`src/include/floor_consts.svh`:
```
////////////////////////////////////////////////////////////
// Project-wide floor constants for the request logic
// Include before floor_pkg types or floor loops are used
////////////////////////////////////////////////////////////

`ifndef FLOOR_CONSTS_SVH
`define FLOOR_CONSTS_SVH

// Number of floors served by the car
`define FLOOR_COUNT 11

// Bits needed for one floor index
`define FLOOR_WIDTH 4

// Highest floor index, ground floor is zero
`define TOP_FLOOR 10

`endif

```
`src/hdl/floor_pkg.sv`:
```
////////////////////////////////////////////////////////////
// Shared types for the floor request logic
// Imported by every module of the design
////////////////////////////////////////////////////////////

`include "floor_consts.svh"

package floor_pkg;

    // Floor index, zero is the first floor
    typedef logic [`FLOOR_WIDTH-1:0] floor_t;

    // One bit per floor, used for buttons and lights
    typedef logic [`FLOOR_COUNT-1:0] floor_mask_t;

    // Dispatch control states
    typedef enum logic [1:0] {
        IDLE,
        TRAVEL,
        ARRIVE,
        HALT
    } dispatch_state_t;

endpackage

```
`src/hdl/request_latch.sv`:
```
////////////////////////////////////////////////////////////
// Hall call and cab panel request lights
// Presses set lights, arrival clears the current floor
////////////////////////////////////////////////////////////

`timescale 1ns/1ps

module request_latch import floor_pkg::*; (
    input  logic        clock,
    input  logic        reset_n,
    input  floor_mask_t floor_call_buttons,
    input  floor_mask_t panel_buttons,
    input  floor_t      current_floor,
    input  logic        emergency_button,
    input  logic        power_switch,
    input  logic        arrive_clear,
    output floor_mask_t call_lights,
    output floor_mask_t panel_lights
);

    logic        run;
    floor_mask_t here_mask;
    floor_mask_t clear_mask;
    floor_mask_t call_next;
    floor_mask_t panel_next;

    // Latching is live only with power on and no emergency
    assign run = power_switch && !emergency_button;

    // One-hot mask of the floor the car is at
    assign here_mask = floor_mask_t'(1) << current_floor;

    assign clear_mask = arrive_clear ? here_mask : '0;

    // A press at the current floor never lights, so clearing wins
    assign call_next  = (call_lights & ~clear_mask) | (floor_call_buttons & ~here_mask);
    assign panel_next = (panel_lights & ~clear_mask) | (panel_buttons & ~here_mask);

    always_ff @(posedge clock or negedge reset_n) begin
        if (!reset_n) begin
            call_lights  <= '0;
            panel_lights <= '0;
        end else if (run) begin
            call_lights  <= call_next;
            panel_lights <= panel_next;
        end
    end

endmodule

```
`src/hdl/target_selector.sv`:
```
////////////////////////////////////////////////////////////
// Directional search for the next target floor
// Nearest pending floor ahead in the sweep, else behind
////////////////////////////////////////////////////////////

`timescale 1ns/1ps
`include "floor_consts.svh"

module target_selector import floor_pkg::*; (
    input  floor_mask_t call_lights,
    input  floor_mask_t panel_lights,
    input  floor_t      current_floor,
    input  logic        sweep_up,
    output floor_t      target_floor,
    output logic        target_valid,
    output logic        target_up
);

    floor_mask_t pending;
    floor_t      above_floor;
    floor_t      below_floor;
    logic        has_above;
    logic        has_below;

    // Requests from both panels, minus the floor we are at
    assign pending = (call_lights | panel_lights) & ~(floor_mask_t'(1) << current_floor);

    // Nearest pending floor strictly above
    // Scan from the top down so the last hit is the closest one
    always_comb begin
        above_floor = current_floor;
        has_above   = 1'b0;
        for (int i = `TOP_FLOOR; i >= 0; i--) begin
            if (pending[i] && floor_t'(i) > current_floor) begin
                above_floor = floor_t'(i);
                has_above   = 1'b1;
            end
        end
    end

    // Nearest pending floor strictly below, scanned upward
    always_comb begin
        below_floor = current_floor;
        has_below   = 1'b0;
        for (int i = 0; i <= `TOP_FLOOR; i++) begin
            if (pending[i] && floor_t'(i) < current_floor) begin
                below_floor = floor_t'(i);
                has_below   = 1'b1;
            end
        end
    end

    // Keep the sweep going, turn around only when nothing is ahead
    always_comb begin
        if (sweep_up) begin
            target_floor = has_above ? above_floor : below_floor;
        end else begin
            target_floor = has_below ? below_floor : above_floor;
        end
    end

    assign target_valid = has_above || has_below;
    assign target_up    = target_floor > current_floor;

endmodule

```
`src/hdl/dispatch_control.sv`:
```
////////////////////////////////////////////////////////////
// Dispatch FSM: commits a target, waits for the car,
// signals arrival, and gates the door buttons
////////////////////////////////////////////////////////////

`timescale 1ns/1ps

module dispatch_control import floor_pkg::*; (
    input  logic   clock,
    input  logic   reset_n,
    input  floor_t target_floor,
    input  logic   target_valid,
    input  logic   target_up,
    input  floor_t current_floor,
    input  logic   car_moving,
    input  logic   emergency_button,
    input  logic   power_switch,
    input  logic   door_open_button,
    input  logic   door_close_button,
    output floor_t floor_selector,
    output logic   direction_up,
    output logic   activate_elevator,
    output logic   arrive_clear,
    output logic   sweep_up,
    output logic   door_open_allowed,
    output logic   door_close_allowed
);

    dispatch_state_t state;
    logic            halt_request;
    logic            at_target;
    logic            door_gate;

    assign halt_request = emergency_button || !power_switch;

    // Car has stopped at the committed floor
    assign at_target = (current_floor == floor_selector) && !car_moving;

    // Doors may only be worked on a stopped, powered car between trips
    assign door_gate = !car_moving && power_switch && (state == IDLE || state == ARRIVE);

    // Command and arrival strobe decode straight from the state
    assign activate_elevator = (state == TRAVEL);
    assign arrive_clear      = (state == ARRIVE);

    ////////////////////////////////////////////////////////////
    // State machine
    ////////////////////////////////////////////////////////////

    always_ff @(posedge clock or negedge reset_n) begin
        if (!reset_n) begin
            state          <= IDLE;
            floor_selector <= '0;
            direction_up   <= 1'b0;
            sweep_up       <= 1'b1;
        end else if (halt_request) begin
            // Withdraw any command until both conditions clear
            state <= HALT;
        end else begin
            case (state)
                IDLE: begin
                    if (target_valid && !car_moving) begin
                        floor_selector <= target_floor;
                        direction_up   <= target_up;
                        sweep_up       <= target_up;
                        state          <= TRAVEL;
                    end
                end
                TRAVEL: begin
                    // Target is frozen here, new lights wait for the next pass
                    if (at_target) begin
                        state <= ARRIVE;
                    end
                end
                ARRIVE: begin
                    state <= IDLE;
                end
                HALT: begin
                    state <= IDLE;
                end
                default: begin
                    state <= IDLE;
                end
            endcase
        end
    end

    ////////////////////////////////////////////////////////////
    // Door permits, one cycle behind the buttons
    ////////////////////////////////////////////////////////////

    always_ff @(posedge clock or negedge reset_n) begin
        if (!reset_n) begin
            door_open_allowed  <= 1'b0;
            door_close_allowed <= 1'b0;
        end else begin
            door_open_allowed  <= door_gate && door_open_button;
            door_close_allowed <= door_gate && door_close_button;
        end
    end

endmodule

```
`src/hdl/floor_request_top.sv`:
```
////////////////////////////////////////////////////////////
// Floor request logic top level
// Buttons and car status in, dispatch command and lights out
////////////////////////////////////////////////////////////

`timescale 1ns/1ps

module floor_request_top import floor_pkg::*; (
    input  logic        clock,
    input  logic        reset_n,
    input  floor_mask_t floor_call_buttons,
    input  floor_mask_t panel_buttons,
    input  logic        door_open_button,
    input  logic        door_close_button,
    input  logic        emergency_button,
    input  logic        power_switch,
    input  floor_t      current_floor,
    input  logic        car_moving,
    output floor_t      floor_selector,
    output logic        direction_up,
    output logic        activate_elevator,
    output logic        door_open_allowed,
    output logic        door_close_allowed,
    output floor_mask_t call_lights,
    output floor_mask_t panel_lights
);

    // Selector to control
    floor_t target_floor;
    logic   target_valid;
    logic   target_up;

    // Control back to latch and selector
    logic   arrive_clear;
    logic   sweep_up;

    request_latch u_request_latch (
        .clock              (clock),
        .reset_n            (reset_n),
        .floor_call_buttons (floor_call_buttons),
        .panel_buttons      (panel_buttons),
        .current_floor      (current_floor),
        .emergency_button   (emergency_button),
        .power_switch       (power_switch),
        .arrive_clear       (arrive_clear),
        .call_lights        (call_lights),
        .panel_lights       (panel_lights)
    );

    target_selector u_target_selector (
        .call_lights   (call_lights),
        .panel_lights  (panel_lights),
        .current_floor (current_floor),
        .sweep_up      (sweep_up),
        .target_floor  (target_floor),
        .target_valid  (target_valid),
        .target_up     (target_up)
    );

    dispatch_control u_dispatch_control (
        .clock              (clock),
        .reset_n            (reset_n),
        .target_floor       (target_floor),
        .target_valid       (target_valid),
        .target_up          (target_up),
        .current_floor      (current_floor),
        .car_moving         (car_moving),
        .emergency_button   (emergency_button),
        .power_switch       (power_switch),
        .door_open_button   (door_open_button),
        .door_close_button  (door_close_button),
        .floor_selector     (floor_selector),
        .direction_up       (direction_up),
        .activate_elevator  (activate_elevator),
        .arrive_clear       (arrive_clear),
        .sweep_up           (sweep_up),
        .door_open_allowed  (door_open_allowed),
        .door_close_allowed (door_close_allowed)
    );

endmodule

```
`config.mk`:
```
export PLATFORM = sky130hd
export DESIGN_NAME = floor_request_top
export DESIGN_NICKNAME = d
export VERILOG_FILES = /design/src/hdl/floor_pkg.sv /design/src/hdl/request_latch.sv /design/src/hdl/target_selector.sv /design/src/hdl/dispatch_control.sv /design/src/hdl/floor_request_top.sv
export VERILOG_INCLUDE_DIRS = /design/src /design/src/include
export SDC_FILE = /design/constraint.sdc
export NUM_CORES = 1
export LEC_CHECK = 0
export ABC_AREA = 1
export BUFFER_PORTS_ARGS = -buffer_cell sky130_fd_sc_hd__buf_4
export CAP_MARGIN = 5
export CORE_MARGIN = 4
export CORE_UTILIZATION = 50
export DETAILED_ROUTE_END_ITERATION = 10
export PLACE_DENSITY = 0.77
export SYNTH_ARGS = -nofsm -noshare
export SYNTH_HDL_FRONTEND = slang
export SYNTH_SLANG_ARGS = --single-unit
```
`constraint.sdc`:
```
create_clock -name clock -period 4.4 [get_ports clock]
set_input_delay 0.22 -clock clock [delete_from_list [all_inputs] [get_ports clock]]
set_output_delay 0.22 -clock clock [all_outputs]
set_load 0.01 [all_outputs]
```
==> results of run 1 <==
## power by group through the flow
stage	clock network (mW)	logic, mW	registers (mW)
CTS	0.219	0.193	0.322
global route	0.237	0.219	0.324
global placement	0	0.190	0.327
detailed placement	0	0.192	0.327
floorplan	0	0.119	0.330
finish	0.216	0.193	0.322
## stage by stage
step                power (mW)   util  std cells
floorplan                0.448      -        313
global placement         0.516  0.635        421
detailed placement       0.519  0.635        421
CTS                      0.734  0.656        430
global route             0.780  0.656        430
finish                   0.731  0.656        430
## what timing repair did
action / CTS / global route
resized for setup: 0 / 0
hold buffers: 1 / 0
setup endpoints to repair: 0 / 0
hold endpoints to repair: 31 / 0
## cell families after synthesis
group	after synthesis
flip-flops	32
AO/OA/AOI/OAI	55
XOR/XNOR	1
adder cells (fa/ha/maj)	4
AND/OR/NAND/NOR	172
buffers and inverters	49
## cells in the final DEF, fill, tap and decap left out, types with 3 or more instances in the layout
cell and n:
inv_4 3, o22ai_1 10, inv_1 35, nand2_1 92, nor2_4 8, nor3_1 5, clkbuf_8 5, ha_1 4
nor2_1 17, dfrtp_1 31, o211ai_1 4, nand3_1 25, nand3_2 3, a21oi_1 6, nand2_2 10, o211ai_2 3
o21ai_1 5, buf_4 63, clkbuf_1 3, o21ai_0 16, inv_2 3
## worst min-delay path, delay by kind of cell
kind / cells / cell delay [ns]
buffers and inverters: 2 / 0.15
and+or+nand+nor: 1 / 0.03
## state kept, by name (all words and copies together) (netlist names)
name / flops
u_dispatch_control.direction_up: 1
u_dispatch_control.door_open_allowed: 1
u_dispatch_control.state: 2
u_dispatch_control.sweep_up: 1
u_request_latch.call_lights: 11
u_dispatch_control.door_close_allowed: 1
u_dispatch_control.floor_selector: 4
u_request_latch.panel_lights: 11
## metal layers
metal | GRT usage | up-vias | part of all wire
li1 | - | 1151 | -
met1 | 0.274 | 1050 | 0.45
met2 | 0.354 | 82 | 0.47
met3 | 0.0662 | 5 | 0.074
met4 | 0.0699 | 0 | 0.0073
met5 | 0 | - | 0
## layout make-up
type | instances | share of cell area
clock buffer | 8 | 0.0277
inverter | 42 | 0.0596
multi-input combinational | 232 | 0.446
sequential | 32 | 0.277
tap | 52 | 0.0225
timing repair buffer | 64 | 0.167
## path summary, 6_finish.rpt
path,from,endpoint,slack (ns),cells after the start
hold reg to reg,u_dispatch_control.direction_up$_DFFE_PN0P_,u_dispatch_control.direction_up$_DFFE_PN0P_,0.48,2
setup reg to reg,u_request_latch.panel_lights[3]$_DFFE_PN0P_,u_dispatch_control.direction_up$_DFFE_PN0P_,1.98,16
hold / removal,door_close_button,u_dispatch_control.door_close_allowed$_DFF_PN0_,0.14,3
min in group asynchronous,reset_n,u_request_latch.call_lights[3]$_DFFE_PN0P_,0.41,2
max in group asynchronous,reset_n,u_dispatch_control.sweep_up$_DFFE_PN1P_,3.67,2
setup / recovery,u_request_latch.panel_lights[3]$_DFFE_PN0P_,u_dispatch_control.direction_up$_DFFE_PN0P_,1.98,16
==> reports/metrics.yaml, run 1 <==
synthesis:
  yosys-mux-area-fraction: 0
  synth_cell_type_count: 40
  synthAdderAreaFrac: 0.0215
  yosys-top-cells-count: "nand2_1 (92), inv_1 (35), dfrtp_1 (31)"
  syn_nets: 350
  async_flop_share: 1.00
  synth_area_leader_cell: "dfrtp_1"
  syn_avg_cell_area_um2: 7.42
  postSynthCellCount: 313
  synth_compound_area_frac: 0.153
  synth-seq-cells: 32
  synth_edf_count: 0
  synth_area_leaders: "dfrtp_1 (33%), nand2_1 (15%), inv_1 (5.7%)"
  synth_top_family_by_area: "simple AND/OR/NAND/NOR gates"
  yosys.area_share.simple: 0.377
  synth_xor_area_frac: 0.00377
  yosysSeqAreaShare: 0.345
  synth_warnings: 0
  yosysMostFrequentCell: "nand2_1"
  synth_top_area_share: 0.334
  synth-main-ff-cell: "dfrtp_1"
  synth_area_um2: 2320
drt:
  drt-vias-per-instance: 5.32
  wl_per_cell_um: 13.7
  dr.pass1.iters: 4
  drtIter0Drc: 160
  routed_wl_um: 5900
  vias: 2288
  drc: 0
  final_antenna_net_count: 0
min_path:
  hold_class: "input pin to register"
worst_setup_path:
  cp_data_arrival_time_ns: 2.59
  required_ns: 4.57
  path_buf_inv: 3
  path_class: "register to register"
  crit_chain: "o211ai_1 -> nand2_1 -> nor2_1 -> nand3_2 -> nand2_1 -> inv_2 -> o21ai_1 -> nand2_1 -> inv_1 -> ha_1 -> inv_1 -> nor2_1 -> o211ai_1 -> nand2_1 -> nand3_1 -> nand2_1"
  max_stage_delay_ns: 0.42
  cpMaxStageDelayCell: "dfrtp_1"
  cp_common_cell: "nand2_1"
  critPathCaptureType: "register"
  cp_top_family: "simple AND/OR/NAND/NOR gates"
  start_kind: "register"
  path_max_fanout: 5
floorplan:
  io_pins: 63
  fp.coreArea_um2: 4410
  dieArea_um2: 5800
  std_cell_rows: 24
  die_w_um: 76.2
  initial_utilization: 0.526
  die_y_um: 76.2
place:
  placed_cell_area_um2: 2810
  post-dp-hpwl_um: 4560
  io_buffers: 62
  place_congestion: 0.901
  dp_slack_ns: 1.93
power_and_ir_drop:
  pwr-share-clk: 0.296
  comb_power_share: 0.264
  pwr-share-seq: 0.440
  ir_worst_vdd_mv: 0.139
  p_int_mw: 0.500
  p_per_area_nw_per_um2: 253
  swShare: 0.316
  switchingPower_mw: 0.231
  p_leak_nw: 1.45
status:
  run_status: "finished, final reports clean"
clock_network:
  cts_made_buffers: 5
  clkSinkCount: 32
  htreeDepth: 2
  cts_root_buffer: "clkbuf_8"
  cts_tree: "built"
  post_cts_buffers: 0
  cts_max_path_buffers: 2
  clkTransAtPathRegs_ns: 0.07
  clk_latency_ns: 0.29
timing:
  min_period_over_period: 0.550
  finalCriticalPeriod_ns: 2.42
  setup_tns_ns: 0
  holdWs_ns: 0.144
  grt_setup_unrepaired: "false"
  fin_skew_ns: 0.00594
  slew_viol_final: 0
  worst_pin_slew_ns: 0.576
  setup_ws_ns: 1.98
  hold_viol: 0
  setup_viol_count_final: 0
  fmax_mhz: 413
  slew_headroom: 0.615
layout:
  syn2layout_area_growth_pct: 24.6
  insertedDiodeCount: 0
  stdcell_area_um2: 2900
  layout-drive-gt1-share: 0.302
  regArea_um2: 802
  multi_input_area_um2: 1290
  nets: 414
  final.fill_count: 404
global_route:
  antenna_found_initial: 0
  grt_first_pass_wirelength_um: 10600
  grt_overflow: 0
  grt_start_max_net_pins: 33
  grtUsageTotal: 0.217
  grt_pass1_vias: 2350
flow_run:
  cap_violations: 0
Note: power is estimated with default switching activity, not from simulation.
==> run 2: changes to the inputs <==
--- a/config.mk
+++ b/config.mk
@@ -10,7 +10,7 @@
 export BUFFER_PORTS_ARGS = -buffer_cell sky130_fd_sc_hd__buf_4
 export CAP_MARGIN = 5
 export CORE_MARGIN = 4
-export CORE_UTILIZATION = 50
+export CORE_UTILIZATION = 48
 export DETAILED_ROUTE_END_ITERATION = 10
 export PLACE_DENSITY = 0.77
 export SYNTH_ARGS = -nofsm -noshare
==> constraint.sdc (replaced) <==
create_clock -name clock -period 1.9 [get_ports clock]
set_input_delay 0.095 -clock clock [delete_from_list [all_inputs] [get_ports clock]]
set_output_delay 0.095 -clock clock [all_outputs]
set_load 0.01 [all_outputs]
==> run 2 against run 1 <==
The run now ends with negative setup slack left. Worst setup slack worse by 2.3 ns. Non-clock buffer count is 66 higher. First-iteration DRC count shrank 31%. Global-route usage is 2.8 points higher. Via count grew 11%. Cell area is 22% higher. Critical endpoint unchanged.
==> reports/metrics.yaml, run 2 (same netlist as run 1, synthesis figures left out) <==
drt:
  wl_met2_um: 3460  # was 2790 µm
  drtIter0Drc: 111  # was 160
  drc: 0  # unchanged
  wl_met3_um: 377  # was 437 µm
  routed_wl_um: 6930  # was 5900 µm
  drt-vias-per-instance: 5.10  # was 5.32
  wl_per_cell_um: 13.9  # was 13.7 µm
  wl_met1_um: 2940  # was 2630 µm
  top_layer: "met4"  # unchanged
  final_antenna_net_count: 0  # unchanged
  dr.pass1.iters: 4  # unchanged
  vias: 2541  # was 2288
power_and_ir_drop:
  switchingPower_mw: 0.605  # was 0.231 mW
  swShare: 0.306  # was 0.316
  pwr-share-clk: 0.330  # was 0.296
  comb_power_share: 0.294  # was 0.264
  p_leak_nw: 1.77  # was 1.45 nW
  p_per_area_nw_per_um2: 559  # was 253 nW/µm²
  pwr-share-seq: 0.376  # was 0.440
  total_power_mw: 1.98  # was 0.731 mW
  ir_worst_vdd_mv: 0.443  # was 0.139 mV
  p_int_mw: 1.38  # was 0.500 mW
min_path:
  min_path_cells: 3  # unchanged
  min_to: "u_dispatch_control.door_open_allowed$_DFF_PN0_"  # was u_dispatch_control.door_close_allowed$_DFF_PN0_
  hold_class: "input pin to register"  # unchanged
  hold_start: "door_open_button"  # was door_close_button
status:
  violations: "negative setup slack"
  run_status: "finished, violations left"  # was finished, final reports clean
global_route:
  antenna_found_initial: 0  # unchanged
  grt_start_max_net_pins: 33  # unchanged
  grt_first_pass_wirelength_um: 11700  # was 10600 µm
  grtUsageTotal: 0.245  # was 0.217
  grt_pass1_vias: 2532  # was 2350
  grt_overflow: 0  # unchanged
floorplan:
  die_y_um: 77.6  # was 76.2 µm
  initial_utilization: 0.495  # was 0.526
  fp.coreArea_um2: 4690  # was 4410 µm²
  io_pins: 63  # unchanged
  std_cell_rows: 25  # was 24
  die_w_um: 77.6  # was 76.2 µm
  dieArea_um2: 6020  # was 5800 µm²
worst_setup_path:
  reg2regPathDepth: 18  # was 16
  cp_data_arrival_time_ns: 2.43  # was 2.59 ns
  r2r_start: "u_request_latch.call_lights[6]$_DFFE_PN0P_"  # was u_request_latch.panel_lights[3]$_DFFE_PN0P_
  start_kind: "register"  # unchanged
  path_max_fanout: 4  # was 5
  critPathCaptureType: "register"  # unchanged
  required_ns: 2.08  # was 4.57 ns
  setup.reg_to_reg.worst_slack_ns: -0.35  # was 1.98 ns
  timing.rr.end: "u_dispatch_control.direction_up$_DFFE_PN0P_"  # unchanged
  path_class: "register to register"  # unchanged
clock_network:
  clk_latency_ns: 0.29  # about the same
  cts_made_buffers: 5  # unchanged
  clkSinkCount: 32  # unchanged
  htreeDepth: 2  # unchanged
  cts_tree: "built"  # unchanged
  clkTransAtPathRegs_ns: 0.07  # about the same
  cts_max_path_buffers: 2  # unchanged
  cts_root_buffer: "clkbuf_8"  # unchanged
layout:
  insertedDiodeCount: 0  # unchanged
  syn2layout_area_growth_pct: 52.6  # was 24.6%
  layout-drive-gt1-share: 0.464  # was 0.302
  final.fill_count: 389  # was 404
  reg_top3: "u_request_latch.call_lights: 11 flops, u_request_latch.panel_lights: 11 flops, u_dispatch_control.floor_selector: 4 flops"  # unchanged
  post-route-util: 0.755  # was 0.656
  nets: 480  # was 414
  stdcell_area_um2: 3540  # was 2900 µm²
  final_common_cell: "buf_4"  # was nand2_1
  final_cell_mix: "buf_4 (128), nand2_1 (83), inv_1 (31), dfrtp_1 (31), nand3_1 (23)"  # was nand2_1 (92), buf_4 (63), inv_1 (35)
timing:
  grt_setup_unrepaired: "true"  # was false
  hold_viol: 0  # unchanged
  setup_tns_ns: -0.639  # was 0 ns
  slew_headroom: 0.725  # was 0.615
  slew_viol_final: 0  # unchanged
  finalCriticalPeriod_ns: 2.25  # was 2.42 ns
  min_period_over_period: 1.18  # was 0.550
  setup_viol_count_final: 2  # was 0
  worst_pin_slew_ns: 0.413  # was 0.576 ns
  setup_ws_ns: -0.349  # was 1.98 ns
  fin_skew_ns: 0.00317  # was 0.00594 ns
  fmax_mhz: 445  # was 413 MHz
place:
  placed_cell_area_um2: 3270  # was 2810 µm²
  io_buffers: 62  # unchanged
  post-dp-hpwl_um: 5300  # was 4560 µm
  place_congestion: 0.904  # was 0.901
flow_run:
  cap_violations: 0  # unchanged
## run 2: cell count changes in the layout (fill, tap and decap cells not counted), moves of 4 or more
cell     delta
buf_4      +65
nand2_1     -9
inv_2       +4
nor2_1      -4
nand2_2     +7
inv_1       -4
## run 2: power groups by stage
| stage | Combinational [mW] | Clock [mW] | Sequential (mW) |
|---|---|---|---|
| after global placement | 0.522 | 0 | 0.755 |
| after detailed placement | 0.531 | 0 | 0.757 |
| after global routing | 0.641 | 0.691 | 0.750 |
| final | 0.582 | 0.653 | 0.746 |
| after floorplan | 0.279 | 0 | 0.764 |
| after CTS | 0.553 | 0.661 | 0.745 |
## run 2: timing repair
item                       4_1_cts  5_1_grt
resized for setup               12       18
setup endpoints to repair        2        6
hold endpoints to repair        31        0
hold buffers                     1        0
pin swaps                       10       16
setup buffers                    2        4
## run 2: cell type report
type	instances	area, µm²	share of cell area
clock buffers	6	72.6	0.0205
clock inverters	2	35.0	0.00988
inverters	42	173	0.0487
multi-input cells	232	1410	0.399
flip-flops and latches	32	802	0.226
well taps	54	67.6	0.0191
repair buffers	130	982	0.277
## run 2: layer usage
metal / track usage / vias to the layer above
li1: - / 1296
met1: 0.306 / 1157
met2: 0.421 / 76
met3: 0.0510 / 12
met4: 0.0801 / 0
met5: 0 / -
## run 2: how the worst max path moves through the flow
stage,to,cells after the start,from,slack [ns]
2_1_floorplan,u_dispatch_control.direction_up$_DFFE_PN0P_,16,u_request_latch.call_lights[3]$_DFFE_PN0P_,-0.19
3_3_place_gp,u_dispatch_control.direction_up$_DFFE_PN0P_,19,current_floor[2],-0.34
3_5_place_dp,u_dispatch_control.direction_up$_DFFE_PN0P_,19,current_floor[2],-0.42
4_1_cts,u_dispatch_control.direction_up$_DFFE_PN0P_,16,u_request_latch.panel_lights[8]$_DFFE_PN0P_,-0.33
5_1_grt,u_dispatch_control.direction_up$_DFFE_PN0P_,16,u_request_latch.call_lights[8]$_DFFE_PN0P_,-0.50
6_report,u_dispatch_control.direction_up$_DFFE_PN0P_,18,u_request_latch.call_lights[6]$_DFFE_PN0P_,-0.35
## run 2: critical path: stages, from the launching register on
cell and delay (ns):
dfrtp_1 0.38, inv_1 0.13, a21oi_4 0.08, nand2_1 0.12, nand2_2 0.08, nor2_4 0.17, nand3_4 0.11, nand2_4 0.10
inv_2 0.04, o21ai_2 0.12, nand2_1 0.08, inv_2 0.07, ha_4 0.19, inv_2 0.05, nor2_2 0.03, o211ai_1 0.16
nand2_1 0.09, nand3_2 0.08, nand2_1 0.06
## run 2: metrics by stage
step	worst slack [ns]	cells	hold WS (ns)
floorplan	-0.188	313	-0.201
global placement	-0.336	483	0.0536
detailed placement	-0.420	483	0.0580
CTS	-0.326	494	0.0136
global route	-0.502	498	0.0172
finish	-0.349	498	0.0165
==> run 3: changes to the inputs <==
--- a/config.mk
+++ b/config.mk
@@ -10,7 +10,7 @@
 export BUFFER_PORTS_ARGS = -buffer_cell sky130_fd_sc_hd__buf_4
 export CAP_MARGIN = 5
 export CORE_MARGIN = 4
-export CORE_UTILIZATION = 48
+export CORE_UTILIZATION = 50
 export DETAILED_ROUTE_END_ITERATION = 10
 export PLACE_DENSITY = 0.77
 export SYNTH_ARGS = -nofsm -noshare
==> constraint.sdc (replaced) <==
create_clock -name clock -period 2.6 [get_ports clock]
set_input_delay 0.13 -clock clock [delete_from_list [all_inputs] [get_ports clock]]
set_output_delay 0.13 -clock clock [all_outputs]
set_load 0.01 [all_outputs]
==> run 3 against run 2 <==
The flow now finishes without violations. Clock skew is 0.0049 ns higher. Cell area is 18% lower. Sequential power is 27% lower.
==> reports/metrics.yaml, run 3 (same netlist as run 1, synthesis figures left out) <==
layout:
  syn2layout_area_growth_pct: 25.0  # was 52.6%
  final.fill_count: 413  # was 389
  nets: 414  # was 480
  post-route-util: 0.658  # was 0.755
  regArea_um2: 802  # unchanged
  layout-drive-gt1-share: 0.308  # was 0.464
  stdcell_area_um2: 2910  # was 3540 µm²
  final_cell_mix: "nand2_1 (92), buf_4 (63), inv_1 (35)"  # was buf_4 (128), nand2_1 (83), inv_1 (31), dfrtp_1 (31), nand3_1 (23)
  reg_top3: "u_request_latch.call_lights: 11 flops, u_request_latch.panel_lights: 11 flops, u_dispatch_control.floor_selector: 4 flops"  # unchanged
  multi_input_area_um2: 1310  # was 1410 µm²
  insertedDiodeCount: 0  # unchanged
  final_common_cell: "nand2_1"  # was buf_4
floorplan:
  dieArea_um2: 5800  # was 6020 µm²
  die_y_um: 76.2  # was 77.6 µm
  fp.coreArea_um2: 4410  # was 4690 µm²
  die_w_um: 76.2  # was 77.6 µm
  std_cell_rows: 24  # was 25
  io_pins: 63  # unchanged
  initial_utilization: 0.526  # was 0.495
drt:
  dr.pass1.iters: 4  # unchanged
  drt-vias-per-instance: 5.26  # was 5.10
  vias: 2256  # was 2541
  final_antenna_net_count: 0  # unchanged
  routed_wl_um: 6080  # was 6930 µm
  drtIter0Drc: 108  # was 111
  drc: 0  # unchanged
  wl_per_cell_um: 14.2  # was 13.9 µm
timing:
  fin_skew_ns: 0.00808  # was 0.00317 ns
  hold_viol: 0  # unchanged
  setup_tns_ns: 0  # was -0.639 ns
  grt_setup_unrepaired: "false"  # was true
  finalCriticalPeriod_ns: 2.33  # was 2.25 ns
  slew_headroom: 0.626  # was 0.725
  fmax_mhz: 429  # was 445 MHz
  min_period_over_period: 0.897  # was 1.18
  worst_pin_slew_ns: 0.559  # was 0.413 ns
  setup_viol_count_final: 0  # was 2
  slew_viol_final: 0  # unchanged
global_route:
  grt_pass1_vias: 2154  # was 2532
  grt_overflow: 0  # unchanged
  grt_first_pass_wirelength_um: 10000  # was 11700 µm
  antenna_found_initial: 0  # unchanged
  grtUsageTotal: 0.209  # was 0.245
  grt_start_max_net_pins: 33  # unchanged
clock_network:
  post_cts_buffers: 0  # was 2
  clkSinkCount: 32  # unchanged
  cts_made_buffers: 5  # unchanged
  cts_root_buffer: "clkbuf_8"  # unchanged
  clkTransAtPathRegs_ns: 0.06  # was 0.07 ns
  cts_max_path_buffers: 2  # unchanged
  htreeDepth: 2  # unchanged
  cts_tree: "built"  # unchanged
  clk_latency_ns: 0.29  # about the same
power_and_ir_drop:
  p_leak_nw: 1.45  # was 1.77 nW
  ir_worst_vdd_mv: 0.288  # was 0.443 mV
  total_power_mw: 1.23  # was 1.98 mW
  p_per_area_nw_per_um2: 425  # was 559 nW/µm²
min_path:
  hold_class: "input pin to register"  # unchanged
status:
  run_status: "finished, final reports clean"  # was finished, violations left
worst_setup_path:
  path_class: "register to register"  # unchanged
  cp_data_arrival_time_ns: 2.51  # was 2.43 ns
  start_kind: "register"  # unchanged
  required_ns: 2.77  # was 2.08 ns
  critPathCaptureType: "register"  # unchanged
  path_max_fanout: 5  # was 4
place:
  placed_cell_area_um2: 2810  # was 3270 µm²
  place_congestion: 0.914  # was 0.904
  post-dp-hpwl_um: 4860  # was 5300 µm
  io_buffers: 62  # unchanged
flow_run:
  cap_violations: 0  # unchanged
[run 3: cell count changes in the layout (fill, tap and decap cells not counted), sizes merged]
cell | before | now
buf | 129 | 63
bufinv | 1 | 0
[run 3: stage by stage]
stage | hold WS (ns) | instances | worst slack [ns]
after floorplan | -0.166 | 313 | 0.403
after global placement | 0.0896 | 421 | 0.168
after detailed placement | 0.0911 | 421 | 0.140
after CTS | 0.0528 | 429 | 0.121
after global routing | 0.0721 | 429 | 0.0480
final | 0.0624 | 429 | 0.268
[run 3: worst max-delay path, cell delays in order, from the launching register on]
cell and delay [ns]:
dfrtp_1 0.43, o211ai_1 0.24, nand2_1 0.14, nor2_4 0.16, nand3_2 0.11, nand2_1 0.08, inv_2 0.04, o21ai_1 0.17
nand2_1 0.08, inv_1 0.06, ha_1 0.23, inv_1 0.06, nor2_1 0.04, o211ai_1 0.16, nand2_1 0.08, nand3_1 0.10
nand2_1 0.06
[run 3: final timing paths]
kind                                                              from                                              end  slack, ns  cells past startpoint
max in group asynchronous                                      reset_n          u_dispatch_control.sweep_up$_DFFE_PN1P_       1.96                      2
setup / recovery           u_request_latch.panel_lights[3]$_DFFE_PN0P_      u_dispatch_control.direction_up$_DFFE_PN0P_       0.27                     16
min in group asynchronous                                      reset_n       u_request_latch.call_lights[0]$_DFFE_PN0P_       0.32                      2
hold / removal                                       door_close_button  u_dispatch_control.door_close_allowed$_DFF_PN0_       0.06                      3
setup reg to reg           u_request_latch.panel_lights[3]$_DFFE_PN0P_      u_dispatch_control.direction_up$_DFFE_PN0P_       0.27                     16
hold reg to reg            u_dispatch_control.direction_up$_DFFE_PN0P_      u_dispatch_control.direction_up$_DFFE_PN0P_       0.48                      2
[run 3: cell type report]
class	instances	share of cell area
multi-input cells	232	0.449
flip-flops and latches	32	0.276
repair buffers	64	0.166
inverters	42	0.0594
clock buffers	6	0.0250
well taps	52	0.0224
clock inverters	1	0.00172
[run 3: power breakdown]
part | leakage, nW | total [mW] | internal, mW | switching, mW
registers | 0.321 | 0.546 | 0.523 | 0.0231
logic | 1.09 | 0.329 | 0.134 | 0.194
clock network | 0.0410 | 0.360 | 0.182 | 0.178
total | 1.45 | 1.23 | 0.839 | 0.396
[run 3: what timing repair did]
| action | in CTS | in global routing |
|---|---|---|
| gates resized for setup | 0 | 4 |
| hold buffers | 1 | 0 |
| setup endpoints to repair | 0 | 2 |
| hold endpoints to repair | 31 | 0 |
[run 3: per-layer routing]
layer / up-vias / GRT usage / wire (µm)
li1: 1152 / - / -
met1: 1035 / 0.265 / 2710
met2: 61 / 0.346 / 2930
met3: 8 / 0.0520 / 348
met4: 0 / 0.0699 / 90
met5: - / 0 / 0
